[src/hw/obi_integrity_pkg.sv]
// --------------------
// OBI response integrity package
// Widths, lane and payload types and the
// alert controller states shared by all blocks
// --------------------

package obi_integrity_pkg;

  // Fixed by the bus protocol
  localparam int WORD_W = 32;
  localparam int LANE_W = 8;

  // Four data byte lanes plus one status lane
  localparam int N_LANES = 5;
  localparam int STATUS_LANE = N_LANES - 1;

  typedef logic [WORD_W-1:0] word_t;
  typedef logic [LANE_W-1:0] lane_t;

  // One checksum bit per lane
  typedef logic [N_LANES-1:0] rchk_t;

  // Response as it arrives from the memory
  typedef struct packed {
    word_t rdata;
    logic  err;
    rchk_t rchk;
  } resp_in_s;

  // One lane with its checksum bit
  typedef struct packed {
    lane_t value;
    logic  chk;
  } lane_s;

  // Response as it leaves toward the consumer
  typedef struct packed {
    word_t rdata;
    logic  err;
    logic  integrity_err;
  } resp_out_s;

  typedef enum logic [1:0] {
    IDLE,
    WAIT_LANES,
    REQ,
    WAIT_ACK_LOW
  } ctrl_state_e;

endpackage

[src/hw/obi_resp_capture.sv]
// --------------------
// Response capture
// Acknowledges the memory over a four-phase
// handshake, checks the req parity companion and
// splits the registered response into lanes
// --------------------

`timescale 1ns/1ps

module obi_resp_capture (
  input  logic                         clk_i,
  input  logic                         rst_ni,
  input  logic                         in_req_i,
  input  logic                         in_reqpar_i,
  input  obi_integrity_pkg::resp_in_s  in_resp_i,
  input  logic                         resp_done_i,
  output logic                         in_ack_o,
  output logic                         in_ackpar_o,
  output obi_integrity_pkg::lane_s [obi_integrity_pkg::N_LANES-1:0] lane_o,
  output logic                         lane_valid_o,
  output logic                         parity_err_o
);

  logic in_ack_q;
  logic busy_q;
  logic lane_valid_q;
  logic parity_err_q;
  logic accept;

  obi_integrity_pkg::lane_s [obi_integrity_pkg::N_LANES-1:0] lane_q;

  // A new response is taken only once the previous one has left the output side
  assign accept = in_req_i && !in_ack_q && !busy_q;

  always_ff @(posedge clk_i) begin
    if (!rst_ni) begin
      in_ack_q     <= 1'b0;
      busy_q       <= 1'b0;
      lane_valid_q <= 1'b0;
      parity_err_q <= 1'b0;
    end else begin
      lane_valid_q <= accept;
      // The companion is the complement of req, so equal values mean a glitch
      parity_err_q <= (in_reqpar_i == in_req_i);

      if (accept) begin
        in_ack_q <= 1'b1;
      end else if (!in_req_i) begin
        in_ack_q <= 1'b0;
      end

      if (accept) begin
        busy_q <= 1'b1;
      end else if (resp_done_i) begin
        busy_q <= 1'b0;
      end
    end
  end

  // Lane payload is loaded on acceptance and held while the response is in flight
  always_ff @(posedge clk_i) begin
    if (accept) begin
      for (int i = 0; i < obi_integrity_pkg::STATUS_LANE; i++) begin
        lane_q[i].value <=
          in_resp_i.rdata[i*obi_integrity_pkg::LANE_W +: obi_integrity_pkg::LANE_W];
        lane_q[i].chk   <= in_resp_i.rchk[i];
      end
      // Status lane carries err only, exokay is tied to zero
      lane_q[obi_integrity_pkg::STATUS_LANE].value <=
        {{(obi_integrity_pkg::LANE_W-1){1'b0}}, in_resp_i.err};
      lane_q[obi_integrity_pkg::STATUS_LANE].chk   <=
        in_resp_i.rchk[obi_integrity_pkg::STATUS_LANE];
    end
  end

  assign in_ack_o     = in_ack_q;
  assign in_ackpar_o  = ~in_ack_q;
  assign lane_o       = lane_q;
  assign lane_valid_o = lane_valid_q;
  assign parity_err_o = parity_err_q;

  // No second acknowledge before the controller has finished the previous response
  a_no_ack_while_busy: assert property (
    @(posedge clk_i) disable iff (!rst_ni)
    $rose(in_ack_q) |-> !$past(busy_q)
  );

endmodule

[src/hw/obi_lane_check.sv]
// --------------------
// Checksum lane checker
// Compares the XOR of one lane against its
// checksum bit and keeps a sticky fault flag
// --------------------

`timescale 1ns/1ps

module obi_lane_check (
  input  logic                     clk_i,
  input  logic                     rst_ni,
  input  obi_integrity_pkg::lane_s lane_i,
  input  logic                     lane_valid_i,
  output logic                     mismatch_o,
  output logic                     res_valid_o,
  output logic                     fault_o
);

  logic bad;
  logic mismatch_q;
  logic res_valid_q;
  logic fault_q;

  assign bad = (^lane_i.value) != lane_i.chk;

  always_ff @(posedge clk_i) begin
    if (!rst_ni) begin
      mismatch_q  <= 1'b0;
      res_valid_q <= 1'b0;
      fault_q     <= 1'b0;
    end else begin
      res_valid_q <= lane_valid_i;
      if (lane_valid_i) begin
        // Held until the next response so the controller can read it late
        mismatch_q <= bad;
        // Fault is recorded whether or not checking is enabled
        if (bad) begin
          fault_q <= 1'b1;
        end
      end
    end
  end

  assign mismatch_o  = mismatch_q;
  assign res_valid_o = res_valid_q;
  assign fault_o     = fault_q;

  // One result per response, the input handshake spaces responses apart
  a_single_result: assert property (
    @(posedge clk_i) disable iff (!rst_ni)
    res_valid_q |=> !res_valid_q
  );

endmodule

[src/hw/obi_alert_ctrl.sv]
// --------------------
// Alert controller
// Collects lane results and parity status, sets
// integrity_err on the forwarded response, drives
// the output handshake and the sticky major alert
// --------------------

`timescale 1ns/1ps

module obi_alert_ctrl (
  input  logic                                clk_i,
  input  logic                                rst_ni,
  input  logic                                integrity_en_i,
  input  logic                                parity_err_i,
  input  logic [obi_integrity_pkg::N_LANES-1:0] mismatch_i,
  input  logic [obi_integrity_pkg::N_LANES-1:0] res_valid_i,
  input  obi_integrity_pkg::word_t            rdata_i,
  input  logic                                err_i,
  input  logic                                out_ack_i,
  output logic                                out_req_o,
  output obi_integrity_pkg::resp_out_s        out_resp_o,
  output logic                                resp_done_o,
  output logic                                alert_major_o
);

  obi_integrity_pkg::ctrl_state_e state_q;
  obi_integrity_pkg::ctrl_state_e state_d;

  logic [obi_integrity_pkg::N_LANES-1:0] seen_q;
  logic [obi_integrity_pkg::N_LANES-1:0] seen_d;

  logic all_seen;
  logic launch;
  logic integrity_err;
  logic par_flag_q;
  logic out_req_q;
  logic resp_done_q;
  logic alert_q;

  obi_integrity_pkg::resp_out_s out_resp_q;

  // Lanes normally report together, a partial set waits in WAIT_LANES
  assign seen_d   = seen_q | res_valid_i;
  assign all_seen = &seen_d;

  // Parity errors always count, checksum mismatches only while enabled
  assign integrity_err = par_flag_q | parity_err_i | (integrity_en_i & (|mismatch_i));

  always_comb begin
    state_d = state_q;
    launch  = 1'b0;
    case (state_q)
      obi_integrity_pkg::IDLE: begin
        if (|res_valid_i) begin
          if (all_seen) begin
            launch  = 1'b1;
            state_d = obi_integrity_pkg::REQ;
          end else begin
            state_d = obi_integrity_pkg::WAIT_LANES;
          end
        end
      end
      obi_integrity_pkg::WAIT_LANES: begin
        if (all_seen) begin
          launch  = 1'b1;
          state_d = obi_integrity_pkg::REQ;
        end
      end
      obi_integrity_pkg::REQ: begin
        if (out_ack_i) begin
          state_d = obi_integrity_pkg::WAIT_ACK_LOW;
        end
      end
      obi_integrity_pkg::WAIT_ACK_LOW: begin
        if (!out_ack_i) begin
          state_d = obi_integrity_pkg::IDLE;
        end
      end
      default: state_d = obi_integrity_pkg::IDLE;
    endcase
  end

  always_ff @(posedge clk_i) begin
    if (!rst_ni) begin
      state_q     <= obi_integrity_pkg::IDLE;
      seen_q      <= '0;
      par_flag_q  <= 1'b0;
      out_req_q   <= 1'b0;
      resp_done_q <= 1'b0;
      alert_q     <= 1'b0;
    end else begin
      state_q <= state_d;

      if (launch) begin
        seen_q <= '0;
      end else begin
        seen_q <= seen_d;
      end

      // Glitches seen after a launch are charged to the next response
      if (launch) begin
        par_flag_q <= 1'b0;
      end else begin
        par_flag_q <= par_flag_q | parity_err_i;
      end

      if (launch) begin
        out_req_q <= 1'b1;
      end else if (state_q == obi_integrity_pkg::REQ && out_ack_i) begin
        out_req_q <= 1'b0;
      end

      resp_done_q <= (state_q == obi_integrity_pkg::WAIT_ACK_LOW) && !out_ack_i;

      alert_q <= alert_q | parity_err_i | (launch & integrity_err);
    end
  end

  always_ff @(posedge clk_i) begin
    if (launch) begin
      out_resp_q.rdata         <= rdata_i;
      out_resp_q.err           <= err_i;
      out_resp_q.integrity_err <= integrity_err;
    end
  end

  assign out_req_o     = out_req_q;
  assign out_resp_o    = out_resp_q;
  assign resp_done_o   = resp_done_q;
  assign alert_major_o = alert_q;

  // Only reset clears the major alert
  a_alert_sticky: assert property (
    @(posedge clk_i) disable iff (!rst_ni)
    alert_q |=> alert_q
  );

  // Payload must not move under a pending request
  a_resp_stable: assert property (
    @(posedge clk_i) disable iff (!rst_ni)
    out_req_q |=> !out_req_q || $stable(out_resp_q)
  );

endmodule

[src/hw/obi_integrity_top.sv]
// --------------------
// OBI response integrity checker
// Capture stage, one checker per checksum lane
// and the alert controller
// --------------------

`timescale 1ns/1ps

module obi_integrity_top (
  input  logic                         clk_i,
  input  logic                         rst_ni,
  input  logic                         integrity_en_i,
  input  logic                         in_req_i,
  input  logic                         in_reqpar_i,
  input  obi_integrity_pkg::resp_in_s  in_resp_i,
  input  logic                         out_ack_i,
  output logic                         in_ack_o,
  output logic                         in_ackpar_o,
  output logic                         out_req_o,
  output obi_integrity_pkg::resp_out_s out_resp_o,
  output logic                         alert_major_o,
  output obi_integrity_pkg::rchk_t     lane_fault_o
);

  obi_integrity_pkg::lane_s [obi_integrity_pkg::N_LANES-1:0] lane;

  logic                                  lane_valid;
  logic                                  parity_err;
  logic                                  resp_done;
  logic [obi_integrity_pkg::N_LANES-1:0] mismatch;
  logic [obi_integrity_pkg::N_LANES-1:0] res_valid;
  obi_integrity_pkg::word_t              rdata;
  logic                                  err;

  obi_resp_capture u_capture (
    .clk_i        (clk_i),
    .rst_ni       (rst_ni),
    .in_req_i     (in_req_i),
    .in_reqpar_i  (in_reqpar_i),
    .in_resp_i    (in_resp_i),
    .resp_done_i  (resp_done),
    .in_ack_o     (in_ack_o),
    .in_ackpar_o  (in_ackpar_o),
    .lane_o       (lane),
    .lane_valid_o (lane_valid),
    .parity_err_o (parity_err)
  );

  for (genvar i = 0; i < obi_integrity_pkg::N_LANES; i++) begin : g_lane
    obi_lane_check u_check (
      .clk_i        (clk_i),
      .rst_ni       (rst_ni),
      .lane_i       (lane[i]),
      .lane_valid_i (lane_valid),
      .mismatch_o   (mismatch[i]),
      .res_valid_o  (res_valid[i]),
      .fault_o      (lane_fault_o[i])
    );
  end

  // Forwarded data comes from the registered lanes, not the live bus
  for (genvar i = 0; i < obi_integrity_pkg::STATUS_LANE; i++) begin : g_rdata
    assign rdata[i*obi_integrity_pkg::LANE_W +: obi_integrity_pkg::LANE_W] = lane[i].value;
  end

  assign err = lane[obi_integrity_pkg::STATUS_LANE].value[0];

  obi_alert_ctrl u_ctrl (
    .clk_i          (clk_i),
    .rst_ni         (rst_ni),
    .integrity_en_i (integrity_en_i),
    .parity_err_i   (parity_err),
    .mismatch_i     (mismatch),
    .res_valid_i    (res_valid),
    .rdata_i        (rdata),
    .err_i          (err),
    .out_ack_i      (out_ack_i),
    .out_req_o      (out_req_o),
    .out_resp_o     (out_resp_o),
    .resp_done_o    (resp_done),
    .alert_major_o  (alert_major_o)
  );

endmodule

[config.mk]
export PLATFORM = sky130hd
export DESIGN_NAME = obi_integrity_top
export DESIGN_NICKNAME = d
export VERILOG_FILES = /design/src/hw/obi_integrity_pkg.sv /design/src/hw/obi_resp_capture.sv /design/src/hw/obi_lane_check.sv /design/src/hw/obi_alert_ctrl.sv /design/src/hw/obi_integrity_top.sv
export SDC_FILE = /design/constraint.sdc
export NUM_CORES = 1
export LEC_CHECK = 0
export ABC_AREA = 1
export BUFFER_PORTS_ARGS = -buffer_cell sky130_fd_sc_hd__buf_2
export CORE_MARGIN = 2
export CORE_UTILIZATION = 25
export DETAILED_ROUTE_END_ITERATION = 6
export HOLD_SLACK_MARGIN = 0.06
export PLACE_DENSITY = 0.54
export SLEW_MARGIN = 20
export SYNTH_ARGS = -nofsm -noshare
export SYNTH_HDL_FRONTEND = slang
export SYNTH_SLANG_ARGS = --single-unit
[constraint.sdc]
create_clock -name clk_i -period 4.4 [get_ports clk_i]
set_input_delay 0.22 -clock clk_i [delete_from_list [all_inputs] [get_ports clk_i]]
set_output_delay 0.22 -clock clk_i [all_outputs]
set_load 0.05 [all_outputs]
# [After elaboration in Yosys (flattened, before gate mapping)]
# Index checks and enable logic that the tools add are counted.
[word_totals] register_bits=98
[classes] n_eq_ne=14 n_mux=15 n_reduce_logical=24 bitwise_logic=9
[ops] op="8-bit XOR reduction" count=5
[ops] op="2-bit two-way mux" count=5
[ops] op="2-bit AND reduction" count=5
[ops] op="1-bit two-way mux" count=8
[ops] op="2-bit case mux with 4 select lines" count=1
[ops] op="2-bit inequality test (second input constant)" count=3
[ops] op="1-bit inequality test" count=5
[ops] op="5-bit OR" count=1
[ops] op="5-bit AND reduction" count=1
[ops] op="5-bit OR reduction" count=1
[ops] op="2-bit equality test (second input constant)" count=2
[ops] op="1-bit logical AND" count=4
[ops] op="2-bit by 1-bit inequality test with 1-bit output (second input constant)" count=2
[ops] op="1-bit OR" count=4
[ops] op="4-bit AND reduction" count=1
[ops] op="2-bit nonzero test" count=2
[ops] op="1-bit logical NOT" count=3
[ops] op="1-bit AND" count=2
[ops] op="2-bit by 1-bit equality test with 1-bit output (second input constant)" count=1
[ops] op="2-bit logical NOT" count=1
[ops] op="1-bit inverter" count=2
[ops] op="1-bit case mux with 2 select lines" count=1
[ops] op="2-bit OR reduction" count=1
[ops] op="1-bit equality test" count=1

# [Longest topological paths before layout]
[depth] depth_word=7 ltp_mapped=10

# [By module]
# A second synthesis with hierarchy kept.
[hier_totals] cells_unflattened=375 area_unflattened_um2=4131.5
[modules_own_cells] mod="obi_alert_ctrl" seq_area_each_um2=1241.2 area_per_inst_um2=1577.8 cells_each=115 instances=1
[modules_own_cells] mod="obi_resp_capture" seq_area_each_um2=1221.2 area_per_inst_um2=1340.0 cells_each=65 instances=1
[modules_own_cells] mod="obi_lane_check" seq_area_each_um2=60.1 area_per_inst_um2=242.7 cells_each=39 instances=5

# [Worst setup path before layout]
# OpenSTA, ideal clock, no wires.
[synth_timing] path_type="reg2reg" from="register u_capture.in_ack_q, in the netlist u_capture.in_ack_o" to="register u_capture.lane_q, in the netlist u_capture.lane_o[0], enable pin" slack_ps=609 stages_incl_launch_ff=2 n_path_buf=0 arrival_time_ps=3306 period_less_slack_ps=3791 required_ps=3914 path_cell_list="dfxtp_1 > nor3_1"
[synth_via] elab_chain_cells=3
[synth_lines] element="from (decl)" line_no="obi_resp_capture.sv:24" rtl="logic in_ack_q;"
[synth_lines] element="from (signal assigned)" line_no="obi_resp_capture.sv:37" rtl="in_ack_q <= 1'b0;"
[synth_lines] element="from (signal assigned)" line_no="obi_resp_capture.sv:47" rtl="in_ack_q <= 1'b1;"
[synth_lines] element="from (signal assigned)" line_no="obi_resp_capture.sv:49" rtl="in_ack_q <= 1'b0;"
[synth_lines] element="1-bit logical NOT" line_no="obi_resp_capture.sv:33" rtl="assign accept = in_req_i && !in_ack_q && !busy_q;"
[synth_lines] element="1-bit logical AND (2 in series)" line_no="obi_resp_capture.sv:33"
[synth_lines] element="net u_capture.accept" line_no="obi_resp_capture.sv:28" rtl="logic accept;"
[synth_lines] element="to (decl)" line_no="obi_resp_capture.sv:30" rtl="obi_integrity_pkg::lane_s [obi_integrity_pkg::N_LANES-1:0] lane_q;"
# The timed path passes the listed nets, and every way through them passes these cells.
# A chain may end at the register's enable or synchronous reset.

# [Final worst setup path]
[layout_timing] from="register u_ctrl.state_q[0]" to="register u_ctrl.alert_q, in the netlist u_ctrl.alert_major_o"
[layout_via] elab_chain_cells=4 elab_cells_between_ends=5
[layout_lines] element="from (decl)" line_no="obi_alert_ctrl.sv:26" rtl="obi_integrity_pkg::ctrl_state_e state_q;"
[layout_lines] element="from (signal assigned)" line_no="obi_alert_ctrl.sv:85" rtl="state_q <= obi_integrity_pkg::IDLE;"
[layout_lines] element="from (signal assigned)" line_no="obi_alert_ctrl.sv:92" rtl="state_q <= state_d;"
[layout_lines] element="2-bit by 1-bit equality test with 1-bit output or 2-bit logical NOT (tied branches)" line_no="obi_alert_ctrl.sv:52" rtl="case (state_q)"
[layout_lines] element="1-bit case mux with 2 select lines *" line_no="obi_alert_ctrl.sv:52"
[layout_lines] element="net u_ctrl.launch" line_no="obi_alert_ctrl.sv:33" rtl="logic launch;"
[layout_lines] element="1-bit AND *" line_no="obi_alert_ctrl.sv:115" rtl="alert_q <= alert_q | parity_err_i | (launch & integrity_err);"
[layout_lines] element="1-bit OR *" line_no="obi_alert_ctrl.sv:115"
[layout_lines] element="to (signal assigned)" line_no="obi_alert_ctrl.sv:115"
[layout_lines] element="to (decl)" line_no="obi_alert_ctrl.sv:38" rtl="logic alert_q;"
# The timed path passes the listed nets; every way through them passes the cells marked *.

==> qor.yml <==
outcome: "finished, final reports clean"
final_cell_mix: "166 x nand2_1, 86 x buf_2, 72 x edfxtp_1, 56 x inv_1, 36 x dlygate4sd3_1"
grt_pass1_vias: 2842
initial_utilization: 0.2529
io_pins: 87
synth_nets: 452
internal_power_uw: 1654
numCtsBuffers: 9
max_freq_mhz: 459.0
syn-cell-area_sq_um: 3974
vias_per_cell: 3.924
clk_pin_slew_worst_paths_ns: 0.06
port_buffers: 86
die-area_sq_um: 16920
drive_gt1_frac: 0.2034
core_area_sq_um: 15710
cts_tree: "done"
die_x_um: 130.1
startpoint_type: "flop"
pwr_density_cell_nw_per_um2: 405.7
r2r_end: "u_ctrl.alert_major_o"
rrSetupSlack_ns: 2.22
synthCells: 403
cts_sinks: 98
grt_pass1_wl_um: 13040
syn2layout_area_growth_pct: 33.91
cp_max_fo: 19
yosysWarnings: 0
synth_area_per_cell_sq_um: 9.861
routedWlPerCell_um: 10.93
root_buffer: "clkbuf_16"
clockBufferDepth: 2
fin_nets: 580
dr.pass1.iters: 4
finalCriticalPeriod_ns: 2.179
drt_wl_total_um: 8218
finalSetupViolCount: 0
fp.dieH_um: 130.1
worst_r2r_path_depth: 9
worst_slew_pin_slew_ns: 0.8001
hold_viol_final: 0
cp.required_ns: 4.62
initialDrtViolationCount: 111
max-slew-margin-rel: 0.4637
p_seq_frac: 0.498
cp-end-kind: "flop"
switchingPower_uw: 504.8
cts.htree.levels: 3
skew_ns: 0.007584
cp.arrival_ns: 2.40
place_congestion: 0.7046
tns_ns: 0
synth_seq_area_share: 0.6751
overflow: 0
hpwl_um: 5981
antenna_cells: 0
grt_max_degree: 34
final_common_cell: "nand2_1"
design_area_sq_um: 5321
postRouteAntennaNets: 0
synth_cell_types: 21
drc: 0
ir_worst_vdd_mv: 0.1834
synth-seq-cells: 98
clock_latency_ns: 0.34
holdCritPathClass: "input port to flop"
layout_setup_ws_ns: 2.221
power.leakage_uw: 0.002406
placed_area_sq_um: 4642
crit_end: "u_ctrl.alert_major_o"
path_class: "flop to flop"
netSwitchingFraction: 0.2338
p_comb_frac: 0.120
route.vias.total: 2951
p_clk_frac: 0.382
grt_usage: 0.1035
fin_crit_sh: 0.4952
rsz0062_at_grt: "no"
drv_slew: 0
drv_cap: 0
rr_startpoint: "u_ctrl.state_q[0]"
fp-row-count: 46
dp_slack_ns: 2.152
antenna_found_initial: 0
crit_start: "u_ctrl.state_q[0]"
-- sequential cells by signal (all words and copies together), names as in the netlist --
| name | flops |
|---|---|
| u_capture.in_ack_o | 1 |
| u_ctrl.par_flag_q | 1 |
| u_capture.parity_err_o | 1 |
| u_ctrl.state_q | 2 |
| u_ctrl.out_resp_o | 34 |
| u_ctrl.resp_done_o | 1 |
| u_ctrl.seen_q | 5 |
| u_capture.lane_valid_o | 1 |
| u_capture.lane_o | 38 |
| u_capture.busy_q | 1 |
| u_ctrl.out_req_o | 1 |
| g_lane.u_check.res_valid_o | 1 |
| g_lane.u_check.fault_o | 5 |
| u_ctrl.alert_major_o | 1 |
| g_lane.u_check.mismatch_o | 5 |
-- Yosys cell counts, drive strengths merged --
cell / count / area [sq um]
o21ai: 6 / 30.03
a21oi: 18 / 90.09
clkbuf: 1 / 3.750
nor3: 1 / 5.000
xor2: 1 / 8.760
inv: 57 / 214.0
buf: 6 / 48.80
ha: 5 / 62.56
nand2: 168 / 635.6
nor2: 28 / 117.6
dfxtp: 26 / 520.5
edfxtp: 72 / 2162
o21a: 1 / 7.510
nor4: 1 / 6.260
clkinv: 1 / 3.750
a211oi: 1 / 7.510
nand3: 10 / 50.05
-- power groups by stage --
stage	logic, uW	clock network [uW]	registers, uW
detailed placement	236	0	1100
CTS	260	862	1080
floorplan	173	0	1090
global placement	226	0	1090
global route	299	895	1080
finish	258	826	1080
-- stage by stage --
stage | total power [uW] | cells | hold slack (ns) | utilization
4_1_cts | 2198 | 750 | 0.06309 | 0.3374
2_1_floorplan | 1266 | 403 | 0.2916 | -
5_1_grt | 2275 | 752 | 0.06688 | 0.3387
3_5_place_dp | 1332 | 700 | 0.3981 | 0.2954
6_report | 2159 | 752 | 0.08716 | 0.3387
3_3_place_gp | 1319 | 700 | 0.3976 | 0.2954
-- worst max-delay path, stage by stage, from the launching register on --
cell and delay [ns]:
dfxtp_1 0.36, inv_1 0.10, ha_1 0.22, nand2_1 0.06, nand2_1 0.05, nand3_1 0.12
clkinv_1 0.53, buf_4 0.45, nand2_1 0.10, a21oi_1 0.06
-- layout make-up --
cell class | instances | area [sq um]
clock buffer | 15 | 289.0
clock inverter | 1 | 30.03
fill | 1618 | 10390
inverter | 58 | 217.7
multi-input combinational | 240 | 1026
sequential | 98 | 2683
tap | 216 | 270.3
timing repair buffer | 124 | 805.8
-- what timing repair did --
action                                 4_1_cts  5_1_grt
gates resized for setup                      0        0
endpoints found under the hold margin       34        2
hold buffers                                34        2
setup buffers                                0        0
-- cells by family (layout without fill, tap and decap cells) --
family / after synthesis / after routing / share of synthesized area
and+or+nand+nor: 208 / 208 / 0.2050
DFF: 98 / 98 / 0.6751
buffers and inverters: 65 / 198 / 0.06801
AOI/OAI and AO/OA: 26 / 26 / 0.03401
adders and majority gates: 5 / 5 / 0.01574
xor gates and xnor gates: 1 / 1 / 0.002204
-- metal layers --
metal / up-vias / global-route usage / part of all wire
met5: - / 0 / 0
met4: 0 / 0.04238 / 0.020
met3: 12 / 0.03526 / 0.058
met2: 78 / 0.1823 / 0.49
met1: 1337 / 0.1143 / 0.43
li1: 1524 / - / -
-- worst min path at each step --
stage / from / end / slack [ns] / cells after the start
2_1_floorplan: out_ack_i / u_ctrl.resp_done_o / 0.29 / 1
3_3_place_gp: in_resp_i[10] / u_capture.lane_o[5] / 0.40 / 1
3_5_place_dp: in_resp_i[8] / u_capture.lane_o[3] / 0.40 / 1
4_1_cts: in_resp_i[5] / u_capture.lane_o[37] / 0.06 / 1
5_1_grt: in_resp_i[4] / u_capture.lane_o[36] / 0.07 / 1
6_report: in_resp_i[14] / u_capture.lane_o[10] / 0.09 / 1
No activity file was read; power rests on OpenSTA's default activity.
